File: src/source/blit_pkg.sv
// Blitter inner loop definitions
`default_nettype none

package blit_pkg;

	// Host data word and pixel count widths
	localparam int word_w = 32;
	localparam int count_w = 16;

	// Pixel count as loaded from the host
	typedef logic [count_w-1:0] count_t;

	// One-hot cycle state, one bit per memory cycle plus idle
	localparam int num_states = 9;
	typedef logic [num_states-1:0] state_t;

	// Bit positions in state_t, listed in cycle order
	// The six read states sit next to each other
	localparam int st_idle = 0;
	localparam int st_sreadx = 1;
	localparam int st_szreadx = 2;
	localparam int st_sread = 3;
	localparam int st_szread = 4;
	localparam int st_dread = 5;
	localparam int st_dzread = 6;
	localparam int st_dwrite = 7;
	localparam int st_dzwrite = 8;

	// Command enables, src_en lands on host bit 0
	typedef struct packed {
		logic reserved;
		logic dstwrz_en;
		logic dstz_en;
		logic dst_en;
		logic srcx_en;
		logic srcz_en;
		logic src_en;
	} cmd_flags_t;

	// Host word seen as a command
	typedef struct packed {
		logic [word_w-$bits(cmd_flags_t)-1:0] pad;
		cmd_flags_t flags;
	} cmd_word_t;

	// Host word seen as a pixel count
	typedef struct packed {
		logic [word_w-count_w-1:0] pad;
		count_t count;
	} cnt_word_t;

	// Same host bus, decoded by whichever load strobe fires
	typedef union packed {
		cmd_word_t cmd;
		cnt_word_t cnt;
	} blit_word_t;

endpackage

`default_nettype wire

File: src/source/blit_pixel_count.sv
// Blitter inner loop pixel counter
`default_nettype none

module blit_pixel_count (
	input wire sys_clk,
	input wire resetl,
	input wire blit_pkg::blit_word_t host_data,
	input wire count_load,
	input wire pixel_step,
	output blit_pkg::count_t pixels_left,
	output logic last_pixel,
	output logic inner_done
);

	// Host load wins over a step in the same cycle
	always_ff @(posedge sys_clk) begin
		if (!resetl) begin
			pixels_left <= '0;
		end else if (count_load) begin
			pixels_left <= host_data.cnt.count;
		end else if (pixel_step) begin
			pixels_left <= pixels_left - blit_pkg::count_t'(1);
		end
	end

	// Pixel in flight is the final one
	assign last_pixel = (pixels_left == blit_pkg::count_t'(1));

	// Done one cycle after the last pixel's final write
	always_ff @(posedge sys_clk) begin
		if (!resetl) begin
			inner_done <= 1'b0;
		end else begin
			inner_done <= pixel_step & last_pixel;
		end
	end

	// Sequencer stops at idle before the count can wrap
	a_no_step_at_zero: assert property (@(posedge sys_clk) disable iff (!resetl)
		pixel_step |-> (pixels_left != '0));

endmodule

`default_nettype wire

File: config.mk
export PLATFORM = sky130hd
export DESIGN_NAME = blit_pixel_count
export DESIGN_NICKNAME = d
export VERILOG_FILES = /design/src/source/blit_pkg.sv /design/src/source/blit_pixel_count.sv
export SDC_FILE = /design/constraint.sdc
export NUM_CORES = 1
export LEC_CHECK = 0
export BUFFER_PORTS_ARGS = -buffer_cell sky130_fd_sc_hd__buf_2
export CELL_PAD_IN_SITES_DETAIL_PLACEMENT = 1
export CELL_PAD_IN_SITES_GLOBAL_PLACEMENT = 1
export CORE_MARGIN = 5
export CORE_UTILIZATION = 28
export CTS_BUF_LIST = sky130_fd_sc_hd__clkbuf_8
export CTS_CLUSTER_SIZE = 14
export DETAILED_ROUTE_END_ITERATION = 7
export PLACE_DENSITY = 0.82
export SYNTH_ARGS = -nofsm -noshare
export SYNTH_HDL_FRONTEND = slang
export SYNTH_SLANG_ARGS = --single-unit
export TNS_END_PERCENT = 1
File: constraint.sdc
create_clock -name sys_clk -period 2 [get_ports sys_clk]
set_input_delay 0.2 -clock sys_clk [delete_from_list [all_inputs] [get_ports sys_clk]]
set_output_delay 0.2 -clock sys_clk [all_outputs]
set_load 0.01 [all_outputs]
-- Yosys cells after proc, flatten, opt, wreduce, memory -nomap -nowiden
Index checks and enable logic that the tools add are counted.
- flip-flop bits (word level): 17
- logic and storage cells: 8
- output and inout bits: 18
- reductions and logical operators: 1
- add/sub/neg operators: 1
- eq/ne operators: 1
- multiplexer cells: 2
- bitwise gates (word level): 1
- operator list (operator ; count):
    $mux W16 ; 2
    $eq A16 B1 Y1 const B ; 1
    $sub A16 B1 Y16 const B ; 1
    $reduce_bool A2 Y1 ; 1
    $and A1 B1 Y1 ; 1

-- Depth between registers and ports, before layout
- depth after elaboration: 3
- gate-level depth with buffers: 6
- gate-level depth less buffers: 6

-- Least setup slack after synthesis
OpenSTA, ideal clock, no wires.
- path kind: register to register
- start: reg pixels_left[6]
- end: reg inner_done
- buffers on the path: 0
- period minus slack after synthesis: 2.047 ns
- arrival: 1.986 ns
- data required time: 1.939 ns
- setup slack: -0.047 ns
- stages on the path, launching flop included: 5
- path through: dfxtp_1 -> or3_4 -> or4_4 -> nor4_1 -> and3_1
- longest elaborated chain between the ends: 2
- RTL lines (element ; RTL line ; source):
    start, declared ; blit_pixel_count.sv:10 ; output blit_pkg::count_t pixels_left,
    start signal, assigned ; blit_pixel_count.sv:20 ; pixels_left <= host_data.cnt.count;
    start signal, assigned ; blit_pixel_count.sv:22 ; pixels_left <= pixels_left - blit_pkg::count_t'(1);
    $eq A16 B1 Y1 ; blit_pixel_count.sv:27 ; assign last_pixel = (pixels_left == blit_pkg::count_t'(1));
    named net last_pixel ; blit_pixel_count.sv:11 ; output logic last_pixel,
    $and A1 B1 Y1 ; blit_pixel_count.sv:34 ; inner_done <= pixel_step & last_pixel;
    end signal, assigned ; blit_pixel_count.sv:34 ;
    end, declared ; blit_pixel_count.sv:12 ; output logic inner_done
The timed path passes the listed nets, and every way through them passes these cells.
A chain may end at the register's enable or synchronous reset.

-- Final worst setup path
- start: reg pixels_left[6]
- end: reg pixels_left[11]
- longest elaborated chain between the ends: 3
- RTL lines (element ; RTL line ; source):
    $sub A16 B1 Y16 ; blit_pixel_count.sv:22 ;
    $mux W16 ; blit_pixel_count.sv:21 ; end else if (pixel_step) begin
    $mux W16 ; blit_pixel_count.sv:19 ; end else if (count_load) begin
No other way between the ends. The select of a mux whose other input is x is not followed.

==> metrics.cfg <==
[cts]
cts_tree = done
cts_buffers = 3
clk_pin_slew_ps = 70
cts_sinks = 17
root_buffer = clkbuf_8
clkLatencyLatePin_ps = 260
holdBufCountCts = 0
cts_buffer_depth = 2
h-tree-depth = 1

[floorplan]
dieArea_sq_mm = 0.00456
core_area_sq_mm = 0.00310
start_util_pct = 29.9
num_rows = 20
die_x_um = 67.5
io_pins = 54
die-height_um = 67.5

[pwr]
power_density_mw_per_mm2 = 704
leakage_uw = 0.000576
max-vdd-ir-drop_mv = 0.219

[critical_path]
crit_family = simple AND/OR/NAND/NOR gates
start_kind = register
critPathBufInv = 1
end_kind = register
crit_fanout = 3
reg2reg_depth = 5
path_cells = or3_4 -> or4_4 -> buf_6 -> or4_4 -> a31oi_1
arrival_ps = 2250
r2r_slack_ps = -60
rr_endpoint = pixels_left[11]
critPathSlowestCell = or4_4
crit_top_cell = or4_4
worstSetupPathType = register to register
crit_required_ps = 2190
slowest_delay_ps = 530
timing.rr.start = pixels_left[6]

[layout]
nFillCells = 409
drive_above_1_share_pct = 37.2
num_antenna_cells = 0
nNetsFinal = 195
area_delta_synth_final_pct = 40.4

[detailed_routing]
wl_mm = 3.07
drt_iter0_markers = 53
dr.pass1.iters = 4
route.vias.total = 998
antenna_left = 0
viasPerCell = 4.99
drc = 0
wl_per_cell_um = 15.3

[timing]
skew_ps = 5.44
period_minus_slack_ps = 2060
rsz0062_at_grt = yes
final_hold_viol_count = 0
worst_pin_slew_ps = 551
fin_ws_ps = -58.7
finalCritPeriodShare_pct = 103
finalSetupViolations = 3
slew_headroom_pct = 63.2
maxSlewViolCount = 0
setup_tns_ps = -110
max_freq_ghz = 0.486

[synthesis]
ys_seq_elements = 17
synth_async_sr_flop_share_pct = 0
ys_warn_count = 0
synthTopCellsByArea = dfxtp_1, o21ai_0, xnor2_1, a21oi_1, xor2_1
netlist_area_sq_um = 927
syn_inst = 110
ys_types = 32
ys.flop_type = dfxtp_1
yosysTopAreaCellShare_pct = 36.7
synth_fp_nets = 148
synth-edff-count = 0
synth.most_common_cell = dfxtp_1
avgSynthCellArea_sq_um = 8.43
yosys.area.top_type = dfxtp_1
ys_top_cells_by_count = dfxtp_1, o21ai_0, a21oi_1, xnor2_1, nand2_1
ys_seq_area_share_pct = 36.7

[global_route]
grt_use_total_pct = 14.5
overflow = 0
grt_first_pass_wirelength_mm = 4.91
grt_pass1_vias = 1051
grt_max_degree = 21
antenna_found_initial = 0

[place]
pre_cts_slack_ps = 42.0
dpl.hpwl_mm = 2.28
gp_congestion = 0.843
io_buffers = 37

[hold_path]
hold_end = pixels_left[1]
min_from = host_data[1]
hold_class = primary input to register
min_path_cells = 3

[outcome]
status = finished with violations
failed_checks = negative setup slack

[flow_run]
max_cap_viol_count = 0

cell type report:
cell class / count / area [sq um] / share of cell area [%]
well taps: 44 / 55.1 / 4.23
clock inverters: 1 / 3.75 / 0.288
flip-flops and latches: 17 / 345 / 26.5
repair buffers: 47 / 264 / 20.3
clock buffers: 3 / 41.3 / 3.17
inverters: 3 / 11.3 / 0.865
multi-input cells: 85 / 581 / 44.6
cell families (layout without fill, tap and decap cells):
group,count (synthesis),in the layout,synth area share (%)
simple gates,41,41,27.7
compound gates,31,31,19.3
flops,17,17,36.7
xor+xnor,11,11,10.4
buf+inv,8,54,3.24
fa+ha+maj,2,2,2.70
per-layer routing:
layer  track usage [%]  share of wire (%)
met5                 0                  0
met4              8.86                2.7
met3              1.66                5.9
met2              25.5                 51
met1              16.6                 41
what timing repair did:
| action | 4_1_cts | 5_1_grt |
|---|---|---|
| pin swaps | 3 | 2 |
| endpoints found under the setup margin | 1 | 3 |
| gates resized for setup | 3 | 4 |
| setup buffers | 1 | 2 |
through the flow:
stage	hold slack, ps	util (%)	cell area [sq um]	instances	power (uW)
after floorplan	328	-	933	110	534
after global placement	453	38.9	1210	193	625
after detailed placement	485	38.9	1210	193	638
after CTS	217	41.2	1280	198	919
after global routing	225	41.9	1300	200	971
final	212	41.9	1300	200	916
layout by cell type (no fill, tap or decap), drive strengths merged, types with 2 or more instances in the layout:
master	netlist	final
a31oi	4	4
or4	3	3
or3	4	4
xor2	4	4
o21ai	15	15
ha	2	2
nand2b	3	3
buf	0	47
nor2	5	5
o211a	2	2
nand4b	3	3
inv	3	4
a21oi	7	7
and2	3	3
nor4	4	4
nand3	2	2
xnor2	7	7
dfxtp	17	17
nand2	6	6
clkbuf	5	3
flip-flops by register name (all words and copies together) (netlist names):
name / flops
pixels_left: 16
inner_done: 1
worst max-delay path by stage:
stage,from,to,slack (ps),cells after the start
global route,pixels_left[6],pixels_left[11],-120,5
global placement,pixels_left[7],pixels_left[11],80,4
CTS,pixels_left[5],pixels_left[11],-70,5
detailed placement,pixels_left[7],pixels_left[11],40,4
floorplan,pixels_left[6],pixels_left[11],40,4
finish,pixels_left[6],pixels_left[11],-60,5
worst min-delay path, stage by stage:
cell and delay (ps):
buf_2 70, a21oi_1 50, nor2b_1 110
power by group:
group          switching [uW]  total, uW  internal (uW)
Clock                     131        268            137
Sequential               29.9        395            365
Combinational             129        253            124
No activity file was read; power rests on OpenSTA's default activity.
