### src/source/blit_pkg.sv
// Blitter inner loop definitions
`default_nettype none

package blit_pkg;

	// Host data word and pixel count widths
	localparam int word_w = 32;
	localparam int count_w = 16;

	// Pixel count as loaded from the host
	typedef logic [count_w-1:0] count_t;

	// One-hot cycle state, one bit per memory cycle plus idle
	localparam int num_states = 9;
	typedef logic [num_states-1:0] state_t;

	// Bit positions in state_t, listed in cycle order
	// The six read states sit next to each other
	localparam int st_idle = 0;
	localparam int st_sreadx = 1;
	localparam int st_szreadx = 2;
	localparam int st_sread = 3;
	localparam int st_szread = 4;
	localparam int st_dread = 5;
	localparam int st_dzread = 6;
	localparam int st_dwrite = 7;
	localparam int st_dzwrite = 8;

	// Command enables, src_en lands on host bit 0
	typedef struct packed {
		logic reserved;
		logic dstwrz_en;
		logic dstz_en;
		logic dst_en;
		logic srcx_en;
		logic srcz_en;
		logic src_en;
	} cmd_flags_t;

	// Host word seen as a command
	typedef struct packed {
		logic [word_w-$bits(cmd_flags_t)-1:0] pad;
		cmd_flags_t flags;
	} cmd_word_t;

	// Host word seen as a pixel count
	typedef struct packed {
		logic [word_w-count_w-1:0] pad;
		count_t count;
	} cnt_word_t;

	// Same host bus, decoded by whichever load strobe fires
	typedef union packed {
		cmd_word_t cmd;
		cnt_word_t cnt;
	} blit_word_t;

endpackage

`default_nettype wire

### src/source/blit_read_track.sv
// Blitter read tracker
`default_nettype none

module blit_read_track (
	input wire sys_clk,
	input wire resetl,
	input wire blit_pkg::state_t cur_state,
	input wire read_req,
	input wire read_ack,
	output logic reads_clear,
	output logic src_data_rd,
	output logic src_z_rd,
	output logic dst_data_rd,
	output logic dst_z_rd
);

	// One pending flag per read state, indexed like the state vector
	// Lower index means issued earlier in the pixel
	logic [blit_pkg::st_dzread:blit_pkg::st_sreadx] pend;
	// Flag set by this cycle's request
	logic [blit_pkg::st_dzread:blit_pkg::st_sreadx] rd_set;
	// Flag served by this cycle's acknowledge
	logic [blit_pkg::st_dzread:blit_pkg::st_sreadx] ack_hit;
	// Oldest pending already found
	logic found;

	// Request tags the state it was issued from
	assign rd_set = {($bits(rd_set)){read_req}}
		& cur_state[blit_pkg::st_dzread:blit_pkg::st_sreadx];

	// Steer the acknowledge to the oldest pending read
	always_comb begin
		found = 1'b0;
		ack_hit = '0;
		for (int i = blit_pkg::st_sreadx; i <= blit_pkg::st_dzread; i++) begin
			if (read_ack && pend[i] && !found) begin
				ack_hit[i] = 1'b1;
				found = 1'b1;
			end
		end
	end

	// Set after the request, clear after the acknowledge
	always_ff @(posedge sys_clk) begin
		if (!resetl) begin
			pend <= '0;
		end else begin
			pend <= (pend & ~ack_hit) | rd_set;
		end
	end

	// Clear once the last pending read is acknowledged this cycle
	// so the destination write can step without a dead cycle
	assign reads_clear = ~|(pend & ~ack_hit) & ~read_req;

	// Extra and normal source reads share a strobe
	assign src_data_rd = ack_hit[blit_pkg::st_sreadx] | ack_hit[blit_pkg::st_sread];
	assign src_z_rd = ack_hit[blit_pkg::st_szreadx] | ack_hit[blit_pkg::st_szread];
	assign dst_data_rd = ack_hit[blit_pkg::st_dread];
	assign dst_z_rd = ack_hit[blit_pkg::st_dzread];

	// Memory returns nothing it was not asked for
	a_ack_has_pending: assert property (@(posedge sys_clk) disable iff (!resetl)
		read_ack |-> |pend);

	// A read state is never reissued before its data is back
	a_no_double_set: assert property (@(posedge sys_clk) disable iff (!resetl)
		!(|(rd_set & pend)));

endmodule

`default_nettype wire

### config.mk
export PLATFORM = sky130hd
export DESIGN_NAME = blit_read_track
export DESIGN_NICKNAME = d
export VERILOG_FILES = /design/src/source/blit_pkg.sv /design/src/source/blit_read_track.sv
export SDC_FILE = /design/constraint.sdc
export NUM_CORES = 1
export LEC_CHECK = 0
export ABC_AREA = 1
export BUFFER_PORTS_ARGS = -buffer_cell sky130_fd_sc_hd__clkbuf_2
export CAP_MARGIN = 20
export CORE_AREA = 5 5 42 44
export CTS_CLUSTER_DIAMETER = 40
export DETAILED_ROUTE_END_ITERATION = 10
export DIE_AREA = 0 0 47 49
export SLEW_MARGIN = 15
export SYNTH_ARGS = -nofsm -noshare
export SYNTH_HDL_FRONTEND = slang
export SYNTH_SLANG_ARGS = --single-unit
export TNS_END_PERCENT = 10
### constraint.sdc
create_clock -name sys_clk -period 0.89 [get_ports sys_clk]
set_input_delay 0.089 -clock sys_clk [delete_from_list [all_inputs] [get_ports sys_clk]]
set_output_delay 0.089 -clock sys_clk [all_outputs]
set_load 0.05 [all_outputs]
Word level (Yosys, flattened, before mapping)
Cells that the tools add are included.

word-level totals
  register bits after elaboration = 6
  word-level logic and storage cells = 37

cells by class
  reduce and logical (&&, ||, !) cells = 18
  muxes and demuxes = 10
  bitwise gates (word level) = 8

operators by type and width
  cell                 number
  $and A6 B6 Y6        2
  $logic_and A1 B1 Y1  11
  $mux W1              10
  $logic_not A1 Y1     6
  $not A6 Y6           1
  $or A6 B6 Y6         1
  $reduce_or A6 Y1     1
  $or A1 B1 Y1         2
  $and A1 B1 Y1        1
  $not A1 Y1           1

Longest topological paths before layout
  depth after elaboration = 22
  depth in mapped cells = 7
  gate-level depth less buffers = 7

Worst setup path after synthesis
No wires, ideal clock.

  path type = flip-flop to output port
  start point = reg pend[2] (netlist name)
  end point = out src_z_rd
  stages on the path, launching flop included = 3
  path buffers = 0
  arrival = 1.493 ns
  setup slack = -0.692 ns
  cells stage by stage = dfxtp_1 > nand2_1 > o21ai_0

between the ends
  cells in the longest elaborated chain, start to end = 10
  elaborated cells between the ends (all ways) = 11
  those cells by class = mux: 4; bitwise: 1; reduce/logical: 6

ends and longest elaborated chain
  item                                line                   source
  start: declaration                  blit_read_track.sv:19  logic [blit_pkg::st_dzread:blit_pkg::st_sreadx] pend;
  start signal: assignment            blit_read_track.sv:48  pend <= (pend & ~ack_hit) | rd_set;
  $logic_and A1 B1 Y1 * (2 in a row)  blit_read_track.sv:36  if (read_ack && pend[i] && !found) begin
  $mux W1                             blit_read_track.sv:36
  $logic_not A1 Y1                    blit_read_track.sv:36
  $logic_and A1 B1 Y1                 blit_read_track.sv:36
  $mux W1                             blit_read_track.sv:36
  $logic_not A1 Y1                    blit_read_track.sv:36
  $logic_and A1 B1 Y1                 blit_read_track.sv:36
  $mux W1                             blit_read_track.sv:36
  $or A1 B1 Y1 *                      blit_read_track.sv:58  assign src_z_rd = ack_hit[blit_pkg::st_szreadx] | ack_hit[blit_pkg::st_szread];
  end: declaration                    blit_read_track.sv:12  output logic src_z_rd,

Every way passes the cells marked *; elsewhere a longest branch is shown, timed or not.

Worst setup path after layout
  start point = reg pend[1] (netlist name)
  end point = out reads_clear

between the ends
  cells in the longest elaborated chain, start to end = 22
  elaborated cells between the ends (all ways) = 26
  those cells by class = mux: 10; bitwise: 3; reduce/logical: 13

ends and longest elaborated chain
  item                 line                   source
  $logic_and A1 B1 Y1  blit_read_track.sv:36
  $mux W1              blit_read_track.sv:36
  $logic_not A1 Y1     blit_read_track.sv:36
  $logic_and A1 B1 Y1  blit_read_track.sv:36
  $mux W1              blit_read_track.sv:36
  $logic_not A1 Y1     blit_read_track.sv:36
  $logic_and A1 B1 Y1  blit_read_track.sv:36
  $mux W1              blit_read_track.sv:36
  [6 not listed]       --
  $logic_not A1 Y1     blit_read_track.sv:36
  $logic_and A1 B1 Y1  blit_read_track.sv:36
  $mux W1              blit_read_track.sv:36
  $not A6 Y6           blit_read_track.sv:54  assign reads_clear = ~|(pend & ~ack_hit) & ~read_req;
  $and A6 B6 Y6 *      blit_read_track.sv:54
  $reduce_or A6 Y1 *   blit_read_track.sv:54
  $logic_not A1 Y1 *   blit_read_track.sv:54
  $and A1 B1 Y1 *      blit_read_track.sv:54
  end: declaration     blit_read_track.sv:10  output logic reads_clear,

Marked as above.

==> run metrics <==
WL per Instance 9.810 um; violated checks setup timing; Max VDD drop 0.5936 mV; PD cells 1203 nW/um^2; Period minus WS final 1.460 ns; reported net switching power 264.7 uW; Flop pwr share 34.7%; clk_skew 0.002684 ns; top-level port count 18; largest registers pend (6); worst-skew pair later-pin latency 0.23 ns; Worst Path Max Fanout 4; largest net degree at the start of global routing 7; Yosys reg bits 6; commonest cells in the synthesized netlist 23 x nand2_1, 8 x a21oi_1, 8 x inv_1, 6 x dfxtp_1, 3 x nand3_1; CP delay by family, top simple AND/OR/NAND/NOR gates; top cell type's share of synthesized area 37.65%; Cells after Synth 53; CP Class register to primary output; RSZ-0062 raised after global routing yes; crit start category register; fmax 684.8 MHz; htree depth 1; area of the die 2303 um^2; Post-DRT Antenna Nets 0; Worst Hold End pend[2]; root buf cell clkbuf_4; crit-path cells nand2_4, nand2_4, nor2_4, nand3_2, nand2_2, nand2_2, nor2_4, buf_8; Final Cycle Share 164.1%; buffers and inverters on the worst path 1; Worst R2R Path Depth 10; Die Wd 47 um; Hold Path Depth 3; worst reg2reg setup slack -0.44 ns; leakage power figure 0.0003773 uW; Pwr Total 870.1 uW; final core occ 51.61%; worst slew pin tran 0.2146 ns; drt initial violations 6; critical path's slowest cell dfxtp_4; drt total wl 1030 um; vias in the first global route 421; initial antenna violation count 0; Post-Synthesis Cell Area 319.1 um^2; Maximum Capacitance Violations 0; vias per inst 4.276; core area 1401 um^2; Slew headroom 85.68%; pre-CTS WS -0.4568 ns; RePlAce Congestion 0.6777; reg-to-reg endpoint pend[5]; fraction of layout cells with a size suffix above 1 66.29%; Syn Area/Cell 6.020 um^2; syn_nets 66; All-Layer GR Usage 10.36%; clock slew seen by the registers of the worst setup and hold paths 0.04 ns; Critical Path Sink Type primary output; worst hold path type input pin to register; post-synth top area cell dfxtp_1; clk sinks 6; most frequent cell after synthesis nand2_1; first-pass GRT wire length 1697 um; n_diodes 0; combinational power share 38.3%; Worst Hold Slack 0.07659 ns; Final #Nets 104; Worst path max stage delay 0.36 ns; site row count 14; final slew viol count 0; Crit path arrival time 1.37 ns; CP Data Required Time 0.80 ns; Synth Warn # 0; HPWL after detailed placement 723.3 um; startpoint of the worst hold path cur_state[2]; slack of the critical path -0.5703 ns; ys flop type dfxtp_1; P&R area growth vs syn 126.7%; Clock Path Buffers 2; clock power share 27.0%; Top reg by flops pend; Initial Util 22.77%; CTS Buf Count 3; Async SR Flop Fraction 0%; Synth area leaders dfxtp_1 38%, nand2_1 27%, a21oi_1 13%; Int Pwr 605.4 uW; RR Startpoint pend[1]; switch share 30.42%; number of synthesized flops with an enable pin 0; Die Ht 49 um; max reg flops 6; sequential area share after synthesis 37.65%; count of final hold-check violations 0; via count 449; GRT overflow 0; CTS tree done; PortBufs 14; DRT Pass-1 Iters 4; DRC Markers 0; status finished with violations; final setup fails 9; Netlist cell types 9
## routing by layer
metal	track usage, %	vias up	share of wire [%]
li1	-	238	-
met1	12.56	201	43
met2	14.93	8	51
met3	3.321	2	4.9
met4	6.912	0	1.2
met5	0	-	0
## through the flow
step | instances | area, um^2 | TNS (ns)
after floorplan | 53 | 336.6 | -0.9330
after global placement | 97 | 561.8 | -1.902
after detailed placement | 97 | 561.8 | -2.126
after CTS | 104 | 713.2 | -3.210
after global routing | 105 | 723.2 | -4.086
final | 105 | 723.2 | -3.452
## layout make-up
class                           count  area, um^2
Clock buffer                        3       22.52
Tap cell                           16       20.02
Sequential cell                     6       125.1
Fill cell                         140       678.2
Multi-Input combinational cell     39       239.0
Inverter                            8       30.03
Timing Repair Buffer               33       286.5
## tightest hold or removal path, cell delays in order
cell and delay [ns]:
clkbuf_2 0.08, nand2_1 0.05, a21oi_1 0.05
## cells by family (layout without fill, tap and decap cells)
family | Yosys count | after routing | synth area share [%]
AOI/OAI and AO/OA | 10 | 10 | 16.86
buffers and inverters | 8 | 44 | 9.412
DFF | 6 | 6 | 37.65
and+or+nand+nor | 29 | 29 | 36.08
## power by group through the flow
| stage | clock network (uW) | registers [uW] | logic (uW) |
|---|---|---|---|
| floorplan | 0 | 304 | 130 |
| global placement | 0 | 305 | 251 |
| detailed placement | 0 | 306 | 253 |
| CTS | 246 | 302 | 318 |
| global route | 265 | 304 | 355 |
| finish | 235 | 302 | 333 |
## worst max-delay path by stage
stage	start	end	cells after the start
6_report	pend[1]	reads_clear	8
3_5_place_dp	pend[1]	reads_clear	8
4_1_cts	pend[1]	reads_clear	8
2_1_floorplan	pend[1]	reads_clear	7
5_1_grt	pend[1]	reads_clear	8
3_3_place_gp	pend[1]	reads_clear	8
## cell usage in the layout, fill, tap and decap left out, types with 3 or more instances in the layout
cell type / count
inv_1: 5
nand2_2: 7
clkbuf_4: 3
a21oi_2: 3
clkbuf_2: 9
dfxtp_1: 4
a21oi_1: 5
buf_4: 18
inv_2: 3
nand2_1: 14
## repair_timing
item,CTS,global route
hold buffers,0,0
pin swaps,9,7
resized for setup,27,3
buffers inserted,4,1
endpoints found under the setup margin,9,9
No activity file was read; power rests on OpenSTA's default activity.
