[config.mk]
export PLATFORM = sky130hd
export DESIGN_NAME = blit_inner_seq
export DESIGN_NICKNAME = d
export VERILOG_FILES = /design/src/source/blit_pkg.sv /design/src/source/blit_inner_seq.sv
export SDC_FILE = /design/constraint.sdc
export NUM_CORES = 1
export LEC_CHECK = 0
export BUFFER_PORTS_ARGS = -buffer_cell sky130_fd_sc_hd__buf_2
export CAP_MARGIN = 20
export CORE_MARGIN = 2
export CORE_UTILIZATION = 39
export DETAILED_ROUTE_END_ITERATION = 12
export HOLD_SLACK_MARGIN = 0.15
export PLACE_DENSITY = 0.79
export SKIP_LAST_GASP = 1
export SYNTH_ARGS = -nofsm -noshare
export SYNTH_HDL_FRONTEND = slang
export SYNTH_SLANG_ARGS = --single-unit
[constraint.sdc]
create_clock -name sys_clk -period 1.6 [get_ports sys_clk]
set_clock_uncertainty 0.1 [all_clocks]
set_input_delay 0.24 -clock sys_clk [delete_from_list [all_inputs] [get_ports sys_clk]]
set_output_delay 0.24 -clock sys_clk [all_outputs]
set_load 0.03 [all_outputs]
[src/source/blit_pkg.sv]
// Blitter inner loop definitions
`default_nettype none

package blit_pkg;

	// Host data word and pixel count widths
	localparam int word_w = 32;
	localparam int count_w = 16;

	// Pixel count as loaded from the host
	typedef logic [count_w-1:0] count_t;

	// One-hot cycle state, one bit per memory cycle plus idle
	localparam int num_states = 9;
	typedef logic [num_states-1:0] state_t;

	// Bit positions in state_t, listed in cycle order
	// The six read states sit next to each other
	localparam int st_idle = 0;
	localparam int st_sreadx = 1;
	localparam int st_szreadx = 2;
	localparam int st_sread = 3;
	localparam int st_szread = 4;
	localparam int st_dread = 5;
	localparam int st_dzread = 6;
	localparam int st_dwrite = 7;
	localparam int st_dzwrite = 8;

	// Command enables, src_en lands on host bit 0
	typedef struct packed {
		logic reserved;
		logic dstwrz_en;
		logic dstz_en;
		logic dst_en;
		logic srcx_en;
		logic srcz_en;
		logic src_en;
	} cmd_flags_t;

	// Host word seen as a command
	typedef struct packed {
		logic [word_w-$bits(cmd_flags_t)-1:0] pad;
		cmd_flags_t flags;
	} cmd_word_t;

	// Host word seen as a pixel count
	typedef struct packed {
		logic [word_w-count_w-1:0] pad;
		count_t count;
	} cnt_word_t;

	// Same host bus, decoded by whichever load strobe fires
	typedef union packed {
		cmd_word_t cmd;
		cnt_word_t cnt;
	} blit_word_t;

endpackage

`default_nettype wire

[src/source/blit_inner_seq.sv]
// Blitter inner loop cycle sequencer
`default_nettype none

module blit_inner_seq (
	input wire sys_clk,
	input wire resetl,
	input wire blit_pkg::blit_word_t host_data,
	input wire cmd_load,
	input wire inner_start,
	input wire mem_ready,
	input wire no_write,
	input wire reads_clear,
	input wire last_pixel,
	output blit_pkg::state_t cur_state,
	output logic read_req,
	output logic write_req,
	output logic z_cycle,
	output logic dst_cycle,
	output logic inner_busy,
	output logic pixel_step
);

	// Latched command enables
	blit_pkg::cmd_flags_t flags;
	// Start seen but not yet taken by idle
	logic start_pend;
	logic step;
	logic is_idle;
	logic in_read;
	logic in_write;
	// Current state is the last write of the pixel
	logic final_write;
	// Entry points into the cycle order
	blit_pkg::state_t d_entry;
	blit_pkg::state_t s_entry;
	blit_pkg::state_t x_entry;
	// Where a finished pixel goes
	blit_pkg::state_t pix_next;
	blit_pkg::state_t next_state;

	// One-hot vector with a single state bit set
	function automatic blit_pkg::state_t one_state(input int idx);
		blit_pkg::state_t s;
		s = '0;
		s[idx] = 1'b1;
		return s;
	endfunction

	// Command enables from the host word
	always_ff @(posedge sys_clk) begin
		if (!resetl) begin
			flags <= '0;
		end else if (cmd_load) begin
			flags <= host_data.cmd.flags;
		end
	end

	// Hold a start until idle steps on it
	always_ff @(posedge sys_clk) begin
		if (!resetl) begin
			start_pend <= 1'b0;
		end else begin
			start_pend <= (start_pend | inner_start) & ~(is_idle & step);
		end
	end

	assign is_idle = cur_state[blit_pkg::st_idle];

	// Idle steps on start, the rest on memory ready
	// Destination write also waits for every read of the pixel
	always_comb begin
		if (is_idle) begin
			step = (start_pend | inner_start) & mem_ready;
		end else begin
			step = mem_ready & (~cur_state[blit_pkg::st_dwrite] | reads_clear);
		end
	end

	// First enabled state of the destination, source and extra groups
	always_comb begin
		if (flags.dst_en) begin
			d_entry = one_state(blit_pkg::st_dread);
		end else if (flags.dstz_en) begin
			d_entry = one_state(blit_pkg::st_dzread);
		end else begin
			d_entry = one_state(blit_pkg::st_dwrite);
		end
		s_entry = flags.src_en ? one_state(blit_pkg::st_sread) : d_entry;
		x_entry = flags.srcx_en ? one_state(blit_pkg::st_sreadx) : s_entry;
		// Next pixel restarts at the source read
		pix_next = last_pixel ? one_state(blit_pkg::st_idle) : s_entry;
	end

	// Walk the enabled cycles, skipping disabled ones
	always_comb begin
		case (1'b1)
			cur_state[blit_pkg::st_idle]: begin
				next_state = x_entry;
			end
			cur_state[blit_pkg::st_sreadx]: begin
				next_state = flags.srcz_en ? one_state(blit_pkg::st_szreadx) : s_entry;
			end
			cur_state[blit_pkg::st_szreadx]: begin
				next_state = s_entry;
			end
			cur_state[blit_pkg::st_sread]: begin
				next_state = flags.srcz_en ? one_state(blit_pkg::st_szread) : d_entry;
			end
			cur_state[blit_pkg::st_szread]: begin
				next_state = d_entry;
			end
			cur_state[blit_pkg::st_dread]: begin
				if (flags.dstz_en) begin
					next_state = one_state(blit_pkg::st_dzread);
				end else begin
					next_state = one_state(blit_pkg::st_dwrite);
				end
			end
			cur_state[blit_pkg::st_dzread]: begin
				next_state = one_state(blit_pkg::st_dwrite);
			end
			cur_state[blit_pkg::st_dwrite]: begin
				next_state = flags.dstwrz_en ? one_state(blit_pkg::st_dzwrite) : pix_next;
			end
			cur_state[blit_pkg::st_dzwrite]: begin
				next_state = pix_next;
			end
			default: begin
				next_state = one_state(blit_pkg::st_idle);
			end
		endcase
	end

	// One state change per step
	always_ff @(posedge sys_clk) begin
		if (!resetl) begin
			cur_state <= one_state(blit_pkg::st_idle);
		end else if (step) begin
			cur_state <= next_state;
		end
	end

	// State decodes
	assign in_read = |cur_state[blit_pkg::st_dzread:blit_pkg::st_sreadx];
	assign in_write = cur_state[blit_pkg::st_dwrite] | cur_state[blit_pkg::st_dzwrite];
	assign final_write = cur_state[blit_pkg::st_dzwrite]
		| (cur_state[blit_pkg::st_dwrite] & ~flags.dstwrz_en);

	// Requests only in step cycles
	assign read_req = step & in_read;
	assign write_req = step & in_write & ~no_write;

	// Z and destination markings follow the state alone
	assign z_cycle = cur_state[blit_pkg::st_szreadx] | cur_state[blit_pkg::st_szread]
		| cur_state[blit_pkg::st_dzread] | cur_state[blit_pkg::st_dzwrite];
	assign dst_cycle = cur_state[blit_pkg::st_dread] | cur_state[blit_pkg::st_dzread]
		| in_write;
	assign inner_busy = ~is_idle;

	// Pixel ends on the step out of its last write
	assign pixel_step = step & final_write;

	// Exactly one state active at a time
	a_state_onehot: assert property (@(posedge sys_clk) disable iff (!resetl)
		$onehot(cur_state));

	// Never a read and a write request in one cycle
	a_req_exclusive: assert property (@(posedge sys_clk) disable iff (!resetl)
		!(read_req && write_req));

endmodule

`default_nettype wire

After elaboration in Yosys (flattened, before gate mapping):

Index checks and enable logic that the tools add are counted.

* logic and storage cells: 50
* latch bits: 0
* memory bits (writable): 0
* output and inout port bits: 15
* ROM bits: 0
* memories kept: 0
* flip-flop bits (word level): 16

* div/mod/pow operators: 0
* reductions and logical operators: 1
* shifts and indexed selects: 0
* add/subtract/negate cells: 0
* muxes and demuxes: 18
* eq/ne operators: 0
* bitwise gates (word level): 23
* magnitude comparators: 0
* $mul: 0

Operators with widths (number)
* $mux 9: 16
* $and 1x1->1: 9
* $or 1x1->1: 9
* $mux 8: 1
* $reduce_or 6->1: 1
* $not 1->1: 5
* $mux 1: 1

Logic depth before layout (Yosys ltp):

* word-level depth: 13
* mapped depth: 7
* depth with buffers taken out: 5

Worst setup path before layout:

Ideal clock, no wire load.

* path kind: register to output
* start: reg cur_state[0]
* end: out write_req
* slack: -0.576 ns
* cell stages (with the launch flop): 5
* data required time: 1.260 ns
* arrival: 1.836 ns
* path buffers: 0
* cells stage by stage: dfxtp_1 inv_1 or3_4 nand3_1 nor3_1

* cells in the longest elaborated chain, start to end: 3

Ends and longest elaborated chain
* start: declaration: RTL line blit_inner_seq.sv:14 `output blit_pkg::state_t cur_state,`
* start signal: assignment: RTL line blit_inner_seq.sv:137 `cur_state <= one_state(blit_pkg::st_idle);`
* start signal: assignment: RTL line blit_inner_seq.sv:139 `cur_state <= next_state;`
* $mux 1: RTL line blit_inner_seq.sv:72 `if (is_idle) begin`
* $and 1x1->1 (2 in series): RTL line blit_inner_seq.sv:151 `assign write_req = step & in_write & ~no_write;`
* end: declaration: RTL line blit_inner_seq.sv:16 `output logic write_req,`

No other way between the ends.

Worst setup path in the final report:

* start: reg cur_state[0]
* end: out read_req

* cells in the longest elaborated chain, start to end: 2

Ends and longest elaborated chain
* $mux 1: RTL line blit_inner_seq.sv:72
* $and 1x1->1: RTL line blit_inner_seq.sv:150 `assign read_req = step & in_read;`
* end: declaration: RTL line blit_inner_seq.sv:15 `output logic read_req,`

No other way between the ends.

==> metrics <==
critical-path cell list inv_4, or3_4, and3_4, and2_4, buf_6; RePlAce Congestion 0.8747; routed wire length 2.975 mm; worst hold path type input pin to flop; largest net degree at the start of global routing 18; Crit path largest cell delay 0.37 ns; RSZ-0062 raised after global routing yes; Vias/cell 5.538; CP required 1.26 ns; placed insts 180; H-tree depth 1; status finished with violations; Min Hold Slack 0.1893 ns; CTS tree yes; via count 1,080; Yosys top cell by area dfxtp_1; post-synth cell types 38; yosys warns 0; Mapped Nets 156; critical path launch point type flop; max-cap violation count 0; commonest non-fill, non-tap cell in the layout buf_2; Worst Tran Pin Value 0.3832 ns; worst relative slew slack 73.79%; worst skew pair latency 0.29 ns; synthesized area 988.4 sq um; GRT Residual Overflow 0; Setup Viol. Count Final 5; die height 54.35 um; clock-pin slew on the worst setup and hold paths 0.09 ns; Post-Layout Cell Count 195; CTS Buf Count 3; Final nets 206; first-pass GRT wire length 4.912 mm; Core Footprint 2432 sq um; max-slew violation count 0; EDFF count, synth 0; CP top delay family simple AND/OR/NAND/NOR gates; LEAKAGE 0.0006332 uW; die area 2953 sq um; Bufs and invs on worst path 2; Final Hold Vio Count 0; Most used DFF post-synth dfxtp_1; commonest non-fill, non-tap cells in the layout buf_2, buf_4, dfxtp_1; Pre-antenna DRT Iters 4; DP Wirelength 1.891 mm; share of layout cells above drive strength 1 44.24%; IO Pins 55; Post-route DRC 0; vias in the first global route 1,108; period utilisation layout 114.7%; setup ws final -0.2354 ns; CTS max path bufs 2; initial antenna violation count 0; Iter 0 DRT Violations 56; #FFs+latches synth 16; CP max-delay cell dfxtp_4; Highest Clock Rate 0.5448 GHz; syn avg cell area 8.521 sq um; worst path arrival time 1.50 ns; WL/cell 15.26 um; # rows 18; fin crit period 1.835 ns; crit path kind flop to primary output; Seq/Total Area, Yosys 32.41%; Pwr per Cell Area 710.4 nW/um^2; ys async rst share 0%; All-Layer GR Usage 23.06%; area grow syn2layout 51.27%; largest cells by area after synthesis dfxtp_1, mux2i_1, nor2b_1; clock sink total 16; CP Capture Type primary output; failing checks negative setup slack; Crit Path Max Fanout 3; DRT antenna net count 0; clock root cell clkbuf_4; Starting Density 40.64%; Max IR drop VDD 0.5366 mV; DP Area 1234 sq um; Post-Layout Inst Area 1495 sq um; Synth top area share 32.41%; Port Buffer Count 28; Post-Syn Instances 116; Diodes inserted 0; Die Wd 54.35 um
timing repair:
item / CTS / global route
setup buffers: 3 / 2
hold buffers: 7 / 0
hold endpoints to repair: 7 / 0
setup endpoints to repair: 10 / 14
resized for setup: 25 / 12
pin swaps: 3 / 4
cells by family after synthesis:
kind of cell	synth area share [%]
AO/OA/AOI/OAI	27.47
buffers and inverters	8.101
flip-flops	32.41
multiplexers	7.089
AND/OR/NAND/NOR	24.94
synthesized netlist by cell type, types with 3 or more instances:
master     count
o21ai_1        3
nor2b_1        8
nor2_1         9
o2111ai_1      3
inv_1          7
a21boi_0       4
mux2i_1        7
nand2b_1       4
a21oi_1        6
a2111oi_2      3
dfxtp_1       16
nand2_1        9
nand3_1        4
path summary, 6_finish.rpt:
path / from / endpoint / depth (start not counted) / slack, ns
setup / recovery: cur_state[0] / read_req / 5 / -0.24
hold / removal: resetl / cur_state[0] / 2 / 0.19
setup reg to reg: cur_state[7] / cur_state[7] / 5 / -0.07
hold reg to reg: flags[2] / cur_state[1] / 2 / 0.45
flip-flops by register name, summed over array words and instances (netlist names):
signal / flops
start_pend: 1
cur_state: 9
flags: 6
metal layers:
metal,vias to the layer above,track usage (%),part of all wire (%)
li1,524,-,-
met1,496,26.32,41
met2,52,42.37,51
met3,8,3.552,6.0
met4,0,9.167,1.9
met5,-,0,0
final cells by class:
type                       instances  area [sq um]
fill                             218         937.1
sequential                        16         339.1
clock buffer                       4         36.28
inverter                           7         28.78
tap                               30         37.54
timing repair buffer              51         372.9
multi-input combinational         87         680.7
through the flow:
step	power [uW]	worst slack, ns	util [%]	TNS, ns
finish	1062	-0.2354	61.47	-0.8355
global placement	725.8	-0.02493	50.72	-0.03795
floorplan	643.8	-0.07864	-	-0.2064
detailed placement	733.5	-0.07906	50.72	-0.07906
global route	1125	-0.2931	61.47	-1.387
CTS	1052	-0.2420	60.13	-0.8375
report_power, final:
group	switching [uW]	total [uW]	internal [uW]	leakage, uW
Clock	126	265	139	0.0000210
Sequential	33.6	452	418	0.000135
Combinational	183	345	163	0.000477
(Power assumes the default switching activity.)
